## src/rtl/ldpc_pkg.sv

```systemverilog
// ====================================================================
// Shared definitions for the layered min-sum LDPC decoder.
// Holds the code dimensions, the base-graph shifts, the LLR types and
// the controller states. RTL files import it by wildcard.
// ====================================================================

package ldpc_pkg;

    // ====================================================================
    // Code dimensions
    // ====================================================================
    localparam int LIFT_Z   = 8;
    localparam int NUM_ROWS = 2;
    localparam int NUM_COLS = 4;
    localparam int CODE_N   = NUM_COLS * LIFT_Z;

    // Quantization, symmetric saturation
    localparam int LLR_W   = 6;
    localparam int LLR_MAX = 31;

    // ====================================================================
    // Types
    // ====================================================================
    typedef logic signed [LLR_W-1:0]  llr_t;
    // Lane i of a column sits in bits [i*LLR_W +: LLR_W]
    typedef logic [LIFT_Z*LLR_W-1:0]  llr_vec_t;
    typedef logic [LIFT_Z-1:0]        bit_vec_t;
    typedef logic [2:0]               shift_t;
    typedef logic [3:0]               iter_t;

    typedef enum logic [2:0] {
        IDLE,
        LOAD,
        LAYER,
        CHECK,
        RESULT
    } ctrl_state_t;

    // Edge (r, j) links lane i of row r to lane (i + shift) mod Z of column j
    localparam shift_t SHIFT_TABLE [NUM_ROWS][NUM_COLS] = '{
        '{3'd0, 3'd1, 3'd2, 3'd3},
        '{3'd0, 3'd3, 3'd5, 3'd7}
    };

    // Clamp a one-bit-wider sum back into the LLR range
    function automatic llr_t sat_llr(input logic signed [LLR_W:0] v);
        llr_t res;
        if (v > LLR_MAX) begin
            res = llr_t'(LLR_MAX);
        end else if (v < -LLR_MAX) begin
            res = llr_t'(-LLR_MAX);
        end else begin
            res = v[LLR_W-1:0];
        end
        return res;
    endfunction

endpackage : ldpc_pkg

```

## src/rtl/layer_bus_if.sv

```systemverilog
// ====================================================================
// Layer bus between the APP memory and the layer unit.
// Carries all four columns out for reading and back for the write.
// ====================================================================
`timescale 1ns/1ps

interface layer_bus_if import ldpc_pkg::*; ();

    // Active check row, driven by the controller
    logic                     layer;
    llr_vec_t [NUM_COLS-1:0]  rd_data;
    llr_vec_t [NUM_COLS-1:0]  wr_data;
    logic                     wr_en;

    modport memory (
        output rd_data,
        input  wr_data,
        input  wr_en
    );

    modport unit (
        input  layer,
        input  rd_data,
        output wr_data,
        output wr_en
    );

endinterface : layer_bus_if

```

## src/rtl/decode_ctrl.sv

```systemverilog
// ====================================================================
// Decoder controller: both four-phase handshakes, the layer schedule,
// the early-stop decision and the latched results.
// One iteration is 4 LAYER cycles (issue/write per row) plus 1 CHECK.
// ====================================================================
`timescale 1ns/1ps

module decode_ctrl import ldpc_pkg::*; #(
    parameter int NUM_ITER_MAX = 10
) (
    input  logic               clk,
    input  logic               rst_n,
    input  logic               in_req,
    input  logic [1:0]         in_col,
    input  iter_t              max_iter,
    input  logic               out_ack,
    input  logic               syndrome_zero,
    input  logic [CODE_N-1:0]  hard_bits,
    output logic               in_ack,
    output logic               load_en,
    output logic [1:0]         load_col,
    output logic               layer,
    output logic               layer_go,
    output logic               msg_clear,
    output logic               out_req,
    output logic [CODE_N-1:0]  decoded,
    output iter_t              iterations_used,
    output logic               decode_success,
    output logic [15:0]        cycle_count
);

    ctrl_state_t          state;
    logic [1:0]           step;
    logic [NUM_COLS-1:0]  col_seen;
    iter_t                iter_cnt;
    iter_t                iter_limit;
    iter_t                iter_next;
    logic [15:0]          cyc_cnt;
    logic                 res_acked;
    logic                 finish;

    // Columns are taken while req is up and ack still low
    assign load_en   = (state == IDLE || state == LOAD) && in_req && !in_ack;
    assign load_col  = in_col;
    assign msg_clear = load_en && (in_col == 2'd0);

    // step[1] selects the row, step[0] is the write half of a layer
    assign layer    = step[1];
    assign layer_go = (state == LAYER) && !step[0];

    assign iter_next = iter_cnt + 1'b1;
    assign finish    = (state == CHECK) && (syndrome_zero || iter_next >= iter_limit);

    // ====================================================================
    // State machine and handshakes
    // ====================================================================
    always_ff @(posedge clk or negedge rst_n) begin
        if (!rst_n) begin
            state      <= IDLE;
            step       <= '0;
            col_seen   <= '0;
            iter_cnt   <= '0;
            iter_limit <= '0;
            cyc_cnt    <= '0;
            in_ack     <= 1'b0;
            out_req    <= 1'b0;
            res_acked  <= 1'b0;
        end else begin
            case (state)
                IDLE: begin
                    if (load_en) begin
                        in_ack           <= 1'b1;
                        col_seen[in_col] <= 1'b1;
                        state            <= LOAD;
                    end
                end
                LOAD: begin
                    if (in_ack && !in_req) begin
                        in_ack <= 1'b0;
                        // Last ack falling starts the decode
                        if (&col_seen) begin
                            state    <= LAYER;
                            step     <= '0;
                            iter_cnt <= '0;
                            cyc_cnt  <= '0;
                            col_seen <= '0;
                        end
                    end else if (load_en) begin
                        in_ack           <= 1'b1;
                        col_seen[in_col] <= 1'b1;
                    end
                end
                LAYER: begin
                    step    <= step + 1'b1;
                    cyc_cnt <= cyc_cnt + 1'b1;
                    if (step == 2'd3) begin
                        state <= CHECK;
                    end
                end
                CHECK: begin
                    cyc_cnt <= cyc_cnt + 1'b1;
                    if (finish) begin
                        state <= RESULT;
                    end else begin
                        iter_cnt <= iter_next;
                        state    <= LAYER;
                    end
                end
                RESULT: begin
                    if (!out_req && !res_acked) begin
                        out_req <= 1'b1;
                    end else if (out_req && out_ack) begin
                        out_req   <= 1'b0;
                        res_acked <= 1'b1;
                    end else if (res_acked && !out_ack) begin
                        res_acked <= 1'b0;
                        state     <= IDLE;
                    end
                end
                default: state <= IDLE;
            endcase

            // Iteration limit comes with column 0, capped by the build
            if (msg_clear) begin
                iter_limit <= (max_iter > iter_t'(NUM_ITER_MAX)) ?
                              iter_t'(NUM_ITER_MAX) : max_iter;
            end
        end
    end

    // Results held stable for the whole output handshake
    always_ff @(posedge clk) begin
        if (finish) begin
            decoded         <= hard_bits;
            iterations_used <= iter_next;
            decode_success  <= syndrome_zero;
            cycle_count     <= cyc_cnt + 1'b1;
        end
    end

    // No iteration beyond the synthesized cap is ever run
    assert property (@(posedge clk) disable iff (!rst_n)
        (state == CHECK) |-> (iter_next <= iter_t'(NUM_ITER_MAX)));

endmodule : decode_ctrl

```

## src/rtl/app_memory.sv

```systemverilog
// ====================================================================
// Posterior LLR storage, one register per base-graph column.
// Loaded column by column from the channel, then rewritten whole by
// the layer unit. Hard decisions are the sign bits.
// ====================================================================
`timescale 1ns/1ps

module app_memory import ldpc_pkg::*; (
    input  logic               clk,
    input  logic               rst_n,
    input  logic               load_en,
    input  logic [1:0]         load_col,
    input  llr_vec_t           in_llr,
    output logic [CODE_N-1:0]  hard_bits,
    layer_bus_if.memory        bus
);

    llr_vec_t [NUM_COLS-1:0] app;

    always_ff @(posedge clk) begin
        if (load_en) begin
            app[load_col] <= in_llr;
        end else if (bus.wr_en) begin
            app <= bus.wr_data;
        end
    end

    assign bus.rd_data = app;

    // Negative LLR decides a 1
    always_comb begin
        for (int j = 0; j < NUM_COLS; j++) begin
            for (int i = 0; i < LIFT_Z; i++) begin
                hard_bits[j*LIFT_Z + i] = app[j][i*LLR_W + LLR_W - 1];
            end
        end
    end

    // Channel loading and layer write-back never overlap
    assert property (@(posedge clk) disable iff (!rst_n)
        !(load_en && bus.wr_en));

endmodule : app_memory

```

## src/rtl/layer_unit.sv

```systemverilog
// ====================================================================
// Single-cycle layer processor for normalized min-sum (alpha = 3/4).
// Reads all columns on layer_go, updates the row's edge messages and
// returns the new APP values on a registered write one cycle later.
// ====================================================================
`timescale 1ns/1ps

module layer_unit import ldpc_pkg::*; (
    input  logic      clk,
    input  logic      rst_n,
    input  logic      layer_go,
    input  logic      msg_clear,
    layer_bus_if.unit bus
);

    // Edge messages kept in check-row lane order
    llr_vec_t [NUM_COLS-1:0] edge_msg [NUM_ROWS];
    llr_vec_t [NUM_COLS-1:0] next_msg;
    llr_vec_t [NUM_COLS-1:0] next_app;
    llr_vec_t [NUM_COLS-1:0] wr_data_q;
    logic                    wr_en_q;

    // ====================================================================
    // Check-node update per lane
    // ====================================================================
    always_comb begin
        llr_t              q [NUM_COLS];
        logic [LLR_W-2:0]  mag [NUM_COLS];
        llr_t              a;
        llr_t              r_old;
        llr_t              r_new;
        llr_t              abs_q;
        logic [LLR_W-2:0]  min1;
        logic [LLR_W-2:0]  min2;
        logic [LLR_W-2:0]  m_sel;
        logic [LLR_W:0]    scaled;
        logic [1:0]        min_idx;
        logic              sgn_prod;
        int                src;

        next_app = '0;
        next_msg = '0;
        for (int i = 0; i < LIFT_Z; i++) begin
            min1     = '1;
            min2     = '1;
            min_idx  = '0;
            sgn_prod = 1'b0;
            // Rotate into row order and strip the old edge message
            for (int j = 0; j < NUM_COLS; j++) begin
                src    = (i + int'(SHIFT_TABLE[bus.layer][j])) % LIFT_Z;
                a      = bus.rd_data[j][src*LLR_W +: LLR_W];
                r_old  = edge_msg[bus.layer][j][i*LLR_W +: LLR_W];
                q[j]   = sat_llr({a[LLR_W-1], a} - {r_old[LLR_W-1], r_old});
                abs_q  = q[j][LLR_W-1] ? -q[j] : q[j];
                mag[j] = abs_q[LLR_W-2:0];
                sgn_prod = sgn_prod ^ q[j][LLR_W-1];
                if (mag[j] < min1) begin
                    min2    = min1;
                    min1    = mag[j];
                    min_idx = 2'(j);
                end else if (mag[j] < min2) begin
                    min2 = mag[j];
                end
            end
            for (int j = 0; j < NUM_COLS; j++) begin
                m_sel = (j == min_idx) ? min2 : min1;
                // 3*m >> 2
                scaled = {2'b00, m_sel} + {1'b0, m_sel, 1'b0};
                r_new  = llr_t'({1'b0, scaled[LLR_W:2]});
                if (sgn_prod ^ q[j][LLR_W-1]) begin
                    r_new = -r_new;
                end
                next_msg[j][i*LLR_W +: LLR_W] = r_new;
                // Rotate back into column order
                src = (i + int'(SHIFT_TABLE[bus.layer][j])) % LIFT_Z;
                next_app[j][src*LLR_W +: LLR_W] =
                    sat_llr({q[j][LLR_W-1], q[j]} + {r_new[LLR_W-1], r_new});
            end
        end
    end

    always_ff @(posedge clk) begin
        if (msg_clear) begin
            for (int r = 0; r < NUM_ROWS; r++) begin
                edge_msg[r] <= '0;
            end
        end else if (layer_go) begin
            edge_msg[bus.layer] <= next_msg;
        end
        if (layer_go) begin
            wr_data_q <= next_app;
        end
    end

    always_ff @(posedge clk or negedge rst_n) begin
        if (!rst_n) begin
            wr_en_q <= 1'b0;
        end else begin
            wr_en_q <= layer_go;
        end
    end

    assign bus.wr_en   = wr_en_q;
    assign bus.wr_data = wr_data_q;

    // A new layer is never issued while a write-back is pending
    assert property (@(posedge clk) disable iff (!rst_n)
        bus.wr_en |-> !layer_go);

endmodule : layer_unit

```

## src/rtl/syndrome_check.sv

```systemverilog
// ====================================================================
// Combinational syndrome of the current hard decisions.
// Evaluates all 16 parity checks of the lifted code.
// ====================================================================
`timescale 1ns/1ps

module syndrome_check import ldpc_pkg::*; (
    input  logic [CODE_N-1:0]  hard_bits,
    output logic               syndrome_zero
);

    bit_vec_t                    col_bits [NUM_COLS];
    logic [NUM_ROWS*LIFT_Z-1:0]  syn;

    // Split the codeword into columns
    always_comb begin
        for (int j = 0; j < NUM_COLS; j++) begin
            col_bits[j] = hard_bits[j*LIFT_Z +: LIFT_Z];
        end
    end

    // Check (r, i) sees lane (i + shift) mod Z of every column
    always_comb begin
        syn = '0;
        for (int r = 0; r < NUM_ROWS; r++) begin
            for (int i = 0; i < LIFT_Z; i++) begin
                for (int j = 0; j < NUM_COLS; j++) begin
                    syn[r*LIFT_Z + i] = syn[r*LIFT_Z + i] ^
                        col_bits[j][(i + int'(SHIFT_TABLE[r][j])) % LIFT_Z];
                end
            end
        end
    end

    assign syndrome_zero = ~|syn;

endmodule : syndrome_check

```

## src/rtl/ldpc_decoder_top.sv

```systemverilog
// ====================================================================
// Top level of the QC-LDPC decoder (2x4 base graph, Z = 8).
// Frames enter one column per req/ack cycle; results leave on a
// second req/ack pair. NUM_ITER_MAX bounds the runtime max_iter.
// ====================================================================
`timescale 1ns/1ps

module ldpc_decoder_top import ldpc_pkg::*; #(
    parameter int NUM_ITER_MAX = 10
) (
    input  logic               clk,
    input  logic               rst_n,
    // Frame input
    input  logic               in_req,
    input  logic [1:0]         in_col,
    input  llr_vec_t           in_llr,
    input  iter_t              max_iter,
    output logic               in_ack,
    // Result output
    input  logic               out_ack,
    output logic               out_req,
    output logic [CODE_N-1:0]  decoded,
    output iter_t              iterations_used,
    output logic               decode_success,
    output logic [15:0]        cycle_count
);

    logic               load_en;
    logic [1:0]         load_col;
    logic               layer_go;
    logic               msg_clear;
    logic               syndrome_zero;
    logic [CODE_N-1:0]  hard_bits;

    layer_bus_if bus ();

    decode_ctrl #(
        .NUM_ITER_MAX (NUM_ITER_MAX)
    ) u_ctrl (
        .clk             (clk),
        .rst_n           (rst_n),
        .in_req          (in_req),
        .in_col          (in_col),
        .max_iter        (max_iter),
        .out_ack         (out_ack),
        .syndrome_zero   (syndrome_zero),
        .hard_bits       (hard_bits),
        .in_ack          (in_ack),
        .load_en         (load_en),
        .load_col        (load_col),
        .layer           (bus.layer),
        .layer_go        (layer_go),
        .msg_clear       (msg_clear),
        .out_req         (out_req),
        .decoded         (decoded),
        .iterations_used (iterations_used),
        .decode_success  (decode_success),
        .cycle_count     (cycle_count)
    );

    app_memory u_app (
        .clk       (clk),
        .rst_n     (rst_n),
        .load_en   (load_en),
        .load_col  (load_col),
        .in_llr    (in_llr),
        .hard_bits (hard_bits),
        .bus       (bus.memory)
    );

    layer_unit u_layer (
        .clk       (clk),
        .rst_n     (rst_n),
        .layer_go  (layer_go),
        .msg_clear (msg_clear),
        .bus       (bus.unit)
    );

    syndrome_check u_syn (
        .hard_bits     (hard_bits),
        .syndrome_zero (syndrome_zero)
    );

endmodule : ldpc_decoder_top

```

## config.mk

```make
export PLATFORM = sky130hd
export DESIGN_NAME = ldpc_decoder_top
export DESIGN_NICKNAME = d
export VERILOG_FILES = /design/src/rtl/ldpc_pkg.sv /design/src/rtl/layer_bus_if.sv /design/src/rtl/decode_ctrl.sv /design/src/rtl/app_memory.sv /design/src/rtl/layer_unit.sv /design/src/rtl/syndrome_check.sv /design/src/rtl/ldpc_decoder_top.sv
export SDC_FILE = /design/constraint.sdc
export NUM_CORES = 2
export LEC_CHECK = 0
export BUFFER_PORTS_ARGS = -buffer_cell sky130_fd_sc_hd__clkbuf_2
export CAP_MARGIN = 5
export CORE_MARGIN = 5
export CORE_UTILIZATION = 55
export CTS_CLUSTER_SIZE = 20
export DETAILED_ROUTE_END_ITERATION = 12
export MAX_ROUTING_LAYER = met4
export PLACE_DENSITY = 0.8
export SETUP_SLACK_MARGIN = 0.15
export SKIP_LAST_GASP = 1
export SYNTH_ARGS = -nofsm -noshare
export SYNTH_HDL_FRONTEND = slang
export SYNTH_SLANG_ARGS = --single-unit
```

## constraint.sdc

```tcl
create_clock -name clk -period 34 [get_ports clk]
set_input_delay 5.1 -clock clk [delete_from_list [all_inputs] [get_ports clk]]
set_output_delay 5.1 -clock clk [all_outputs]
set_load 0.05 [all_outputs]
```

# Yosys cells after proc, flatten, opt, wreduce, memory -nomap -nowiden
# Memories as Yosys holds them, arrays and structs flattened.
# Cells that the tools add are included.
# totals
mem_count,1
ram_bits,384
ff_bits,474
in_bits,58
output_inout_bits,55
# classes
n_eq_ne,38
magnitude_cmp,189
n_shift,96
n_mux,404
reduce_logical,75
n_addsub,223
n_bitwise,139
multipliers,32
# memory_table
name,words,word_bits,rd,rd_ports_with_merged_regs,write_ports,line_no,text
u_layer.edge_msg,2,192,1,0,2,layer_unit.sv:17,llr_vec_t [NUM_COLS-1:0] edge_msg [NUM_ROWS];
# op_table
operator,n
$shift A6 B33 Y48 const A,32
$shiftx A6 B33 Y48,32
$bwmux W48,28
$shiftx A48 B8 Y6,28
$mux W6,160
$neg A8 Y33,28
$mux W5,144
$mux W192,3
$gt A7 B6 Y1 const B,64
$lt A7 B6 Y1 const B,64
$add A5 B6 Y7,32
$add A6 B6 Y7,32
$sub A6 B6 Y7,32
$lt A5 B5 Y1,40
$mul A4 B3 Y7 const B,28
$and A48 B48 Y48,4
$bwmux W192,1
$neg A5 Y6,32
$reduce_or A192 Y1,1
$shiftx A48 B7 Y6,4
$neg A5 Y5,32
$neg A32 Y33,4
$xor A1 B1 Y1,104
$demux W48 S2,1
53 further kinds,266

# Logic depth before layout (Yosys ltp)
# depth
depth_word,41
depth_mapped,68
mapped_depth_nobuf,61

# Modules after synthesis
# From an unflattened synthesis, not the netlist that was laid out.
# hier_totals
hier_cells,8548
hier_area_um2,78664.2
# modules_own_cells
module,cells_per_inst,area_per_inst_um2,seq_area_each_um2,instances
layer_unit,7694,66237.3,17321.6,1
app_memory,522,8235.4,5765.5,1
decode_ctrl,283,3714.8,2492.4,1
syndrome_check,49,476.7,0.0,1

# Worst setup path before layout
# Ideal clock, no wire load.
# synth_timing
kind,reg2reg
from,register u_ctrl.state[1]
to,"memory u_layer.edge_msg[0][0] in the netlist's numbering, enable pin"
t_required_ns,33.440
path_slack_ns,13.994
period_less_slack_ns,20.006
stages_incl_launch_ff,8
setup_time_ns,0.560
arrival_time_ns,19.446
n_path_buf,3
cell_sequence,dfrtp_1 > clkbuf_1 > nand2b_1 > nor3_1 > nand2_1 > clkbuf_1 > clkbuf_1 > nand2_1
# synth_lines
element,line_no,text
"start, declared",decode_ctrl.sv:32,ctrl_state_t state;
"start signal, assigned",decode_ctrl.sv:59,state <= IDLE;
"start signal, assigned",decode_ctrl.sv:74,state <= LOAD;
"start signal, assigned",decode_ctrl.sv:82,state <= LAYER;
"end, declared",layer_unit.sv:17,

==> impl_results.md <==
- Status: complete, no violations
- Worst Path Buf+Inv: 8
- Met3 WL: 22,000 microns
- Worst-skew pair later-pin latency: 0.73 ns
- Antenna viol nets, final: 0
- Top area cells in the synthesized netlist: edfxtp_1, ha_1, nor2_1
- Arrival time worst endpoint: 17.08 ns
- Crit path max fanout: 61
- Die height: 385 microns
- Mapped Area: 77,200 sq um
- Syn_area_per_cell: 9.22 sq um
- Pwr Density: 27.2 nW/um^2
- Max Freq: 0.0601 GHz
- Largest stage delay, worst path: 0.81 ns
- Detailed router's first-iteration violation count: 6,975
- Simple-gate area share of the yosys netlist: 13.6%
- Syn Nets: 9,284
- Crit path kind: reg -> reg
- FILL cells: 11,800
- Reg2reg start: u_ctrl.step[1]
- Crit-path most repeated cell: nor2_1
- CP top delay family: compound AO/OA/AOI/OAI gates
- Routed WL: 239,000 microns
- Initial antenna violation count: 26
- Final instance area: 83,000 sq um
- Synth Area in Adders: 16.4%
- RSZ-0062 raised after global routing: no
- Area leader, netlist: edfxtp_1
- Vias in the first global route: 63,100
- VDD IR max: 0.0000383 V
- First-pass GRT wire length: 361,000 microns
- Worst reg-to-reg path cell count: 56
- Clk root buf: clkbuf_16
- CTS tree: yes
- Worst slew pin tran: 1.22 ns
- Largest net degree at the start of global routing: 160
- Die ar.: 148,000 sq um
- Worst-path clk slew: 0.06 ns
- Post-synth top area share: 31.9%
- GRT Total Usage: 32.2%
- Tot Pwr: 2.25 mW
- Top-count cell post-synth: nor2_1
- Yosys warning count: 0
- Post-route DRC: 0
- Metal2 WL: 109,000 microns
- Gpl congestion: 1.03
- Setup TNS: 0 ns
- Fin crit period: 16.64 ns
- Main combinational cell family by area after synthesis: compound AO/OA/AOI/OAI gates
- EDFF count, synth: 821
- Seq/Total Area, Yosys: 33.1%
- Slew margin rel.: 18.1%
- Port Buffers: 112
- CTS Buffer Depth: 3
- Top layer in use: met4
- Cell count after synthesis: 8,367
- Routed length on met1: 93,800 microns
- CTS buffer count: 98
- Final Slew Violations: 0
- Hold Crit Class: reg -> reg
- Global route overflow: 0
- Post-DR wirelength/cell: 23.1 microns
- Layout Nets: 9,305
- # resized after CTS: 0
- R2r setup slk: 17.37 ns
- Hold depth: 2
- Clock Skew: 0.0359 ns
- Worst Setup Start Kind: register
- CTS Hold Bufs: 0
- Post-synthesis compound-gate area fraction: 18.9%
- Final setup viols: 0
- Hpwl dp: 183,000 microns
- Multiplexer share of the synthesized area: 6.70%
- H-tree Lvls: 3
- Crit end category: register
- Vias per cell: 6.29
- Cell count along the critical path: 56
- Placed Area: 79,700 sq um
- Share of layout cells above drive strength 1: 6.95%
- Setup bufs post-CTS: 0
- Commonest cells in the netlist: nor2_1, edfxtp_1, ha_1
- Slowest-stage cell, CP: dfrtp_4
- Floorplan Core Area: 140,000 sq um
- Critical path startpoint: u_ctrl.step[1]
- Cell row count: 137
- Number of max-cap violations: 0
- Final Hold Vio Count: 0
- Lkg Pwr: 35.9 nW
- Synth unique cells: 118
- FFs w/ async S/R, synth: 4.31%
- DR pass1 iterations: 6
- Synth-to-Final Area Change: 7.57%
- Final worst-path cycle share: 48.9%
- Routed via count: 65,300
- Critical path required time: 34.44 ns
- Initial core utilization: 55.3%
- Top_reg_cell synth: edfxtp_1
- # IOs: 113
- Synthesized flop and latch total: 858
- XOR/XNOR Fraction of Synth Area: 6.56%
- Crit Reg-Reg Endpoint: u_layer.bus.wr_data[91]
- Die Wd: 385 microns
- Worst setup endpoint: u_layer.bus.wr_data[91]
- CTS sink cnt: 858
-- report_power, final --
group	switching [mW]	total, mW	internal, mW	leakage, nW
Sequential	0.0000374	1.14	1.14	6.03
Clock	0.474	1.09	0.617	1.56
Combinational	0.0207	0.0231	0.00243	28.3
-- sequential cells by signal (all words and copies together), names as in the netlist --
register / cells
u_ctrl.decoded: 32
u_ctrl.iterations_used: 4
u_ctrl.decode_success: 1
u_layer.bus.wr_en: 1
u_ctrl.step: 2
u_app.bus.rd_data: 192
u_ctrl.state: 3
u_ctrl.iter_limit: 4
u_ctrl.col_seen: 4
u_layer.edge_msg: 384
u_ctrl.iter_cnt: 4
u_ctrl.in_ack: 1
u_ctrl.cyc_cnt: 16
u_ctrl.res_acked: 1
u_layer.bus.wr_data: 192
u_ctrl.out_req: 1
u_ctrl.cycle_count: 16
-- logic make-up after synthesis --
kind of cell,count (synthesis)
XOR/XNOR,577
AO/OA/AOI/OAI,2187
adder cells (fa/ha/maj),981
flip-flops,858
AND/OR/NAND/NOR,2305
multiplexers,497
buffers and inverters,962
-- layout make-up --
type | instances | area, sq um | share of cell area [%]
multi-input cells | 6547 | 48000 | 57.9
inverters | 708 | 2660 | 3.21
clock inverters | 66 | 697 | 0.840
clock buffers | 117 | 2540 | 3.07
diodes | 28 | 70.1 | 0.0844
well taps | 1876 | 2350 | 2.83
repair buffers | 175 | 1080 | 1.31
flip-flops and latches | 858 | 25600 | 30.8
-- tightest hold or removal path, cell delays in order, from the launching register on --
cell and delay (ns):
dfrtp_1 0.36, nand2_1 0.05, nand2_1 0.05
-- how the worst min path moves through the flow --
| stage | startpoint | endpoint | slack, ns |
|---|---|---|---|
| 4_1_cts | u_ctrl.iter_limit[0] | u_ctrl.iter_limit[0] | 0.48 |
| 2_1_floorplan | u_app.bus.rd_data[137] | u_ctrl.decoded[22] | 0.44 |
| 5_1_grt | u_ctrl.iter_limit[0] | u_ctrl.iter_limit[0] | 0.52 |
| 3_5_place_dp | u_ctrl.iter_limit[0] | u_ctrl.iter_limit[0] | 0.47 |
| 6_report | u_ctrl.iter_limit[0] | u_ctrl.iter_limit[0] | 0.49 |
| 3_3_place_gp | u_ctrl.iter_limit[0] | u_ctrl.iter_limit[0] | 0.46 |
-- placed cells by master, fill, tap and decap left out, drive strengths merged, types with 63 or more instances in the layout --
cell type and n:
a21o 215, a21oi 562, a22o 204, a31oi 116
buf 63, clkbuf 229, edfxtp 821, fa 95
ha 764, inv 712, maj3 122, mux2 153
mux2i 344, nand2 502, nand2b 77, nand3 92
nor2 1074, nor2b 118, nor3 109, o21a 91
o21ai 466, xnor2 341, xor2 236
-- layer usage --
| metal | vias to the layer above | GRT usage, % |
|---|---|---|
| li1 | 30300 | - |
| met1 | 31400 | 39.0 |
| met2 | 2848 | 50.9 |
| met3 | 716 | 6.80 |
| met4 | 0 | 17.0 |
| met5 | - | - |
-- metrics by stage --
| stage | util [%] | setup WS [ns] | instances | hold WS, ns |
|---|---|---|---|---|
| finish | 59.5 | 17.37 | 10400 | 0.487 |
| global route | 59.5 | 16.52 | 10400 | 0.518 |
| CTS | 59.4 | 17.79 | 10300 | 0.485 |
| detailed placement | 57.1 | 17.87 | 10200 | 0.471 |
| global placement | 57.1 | 17.89 | 10200 | 0.462 |
| floorplan | - | 13.99 | 8367 | 0.444 |
No activity file was read; power rests on OpenSTA's default activity.
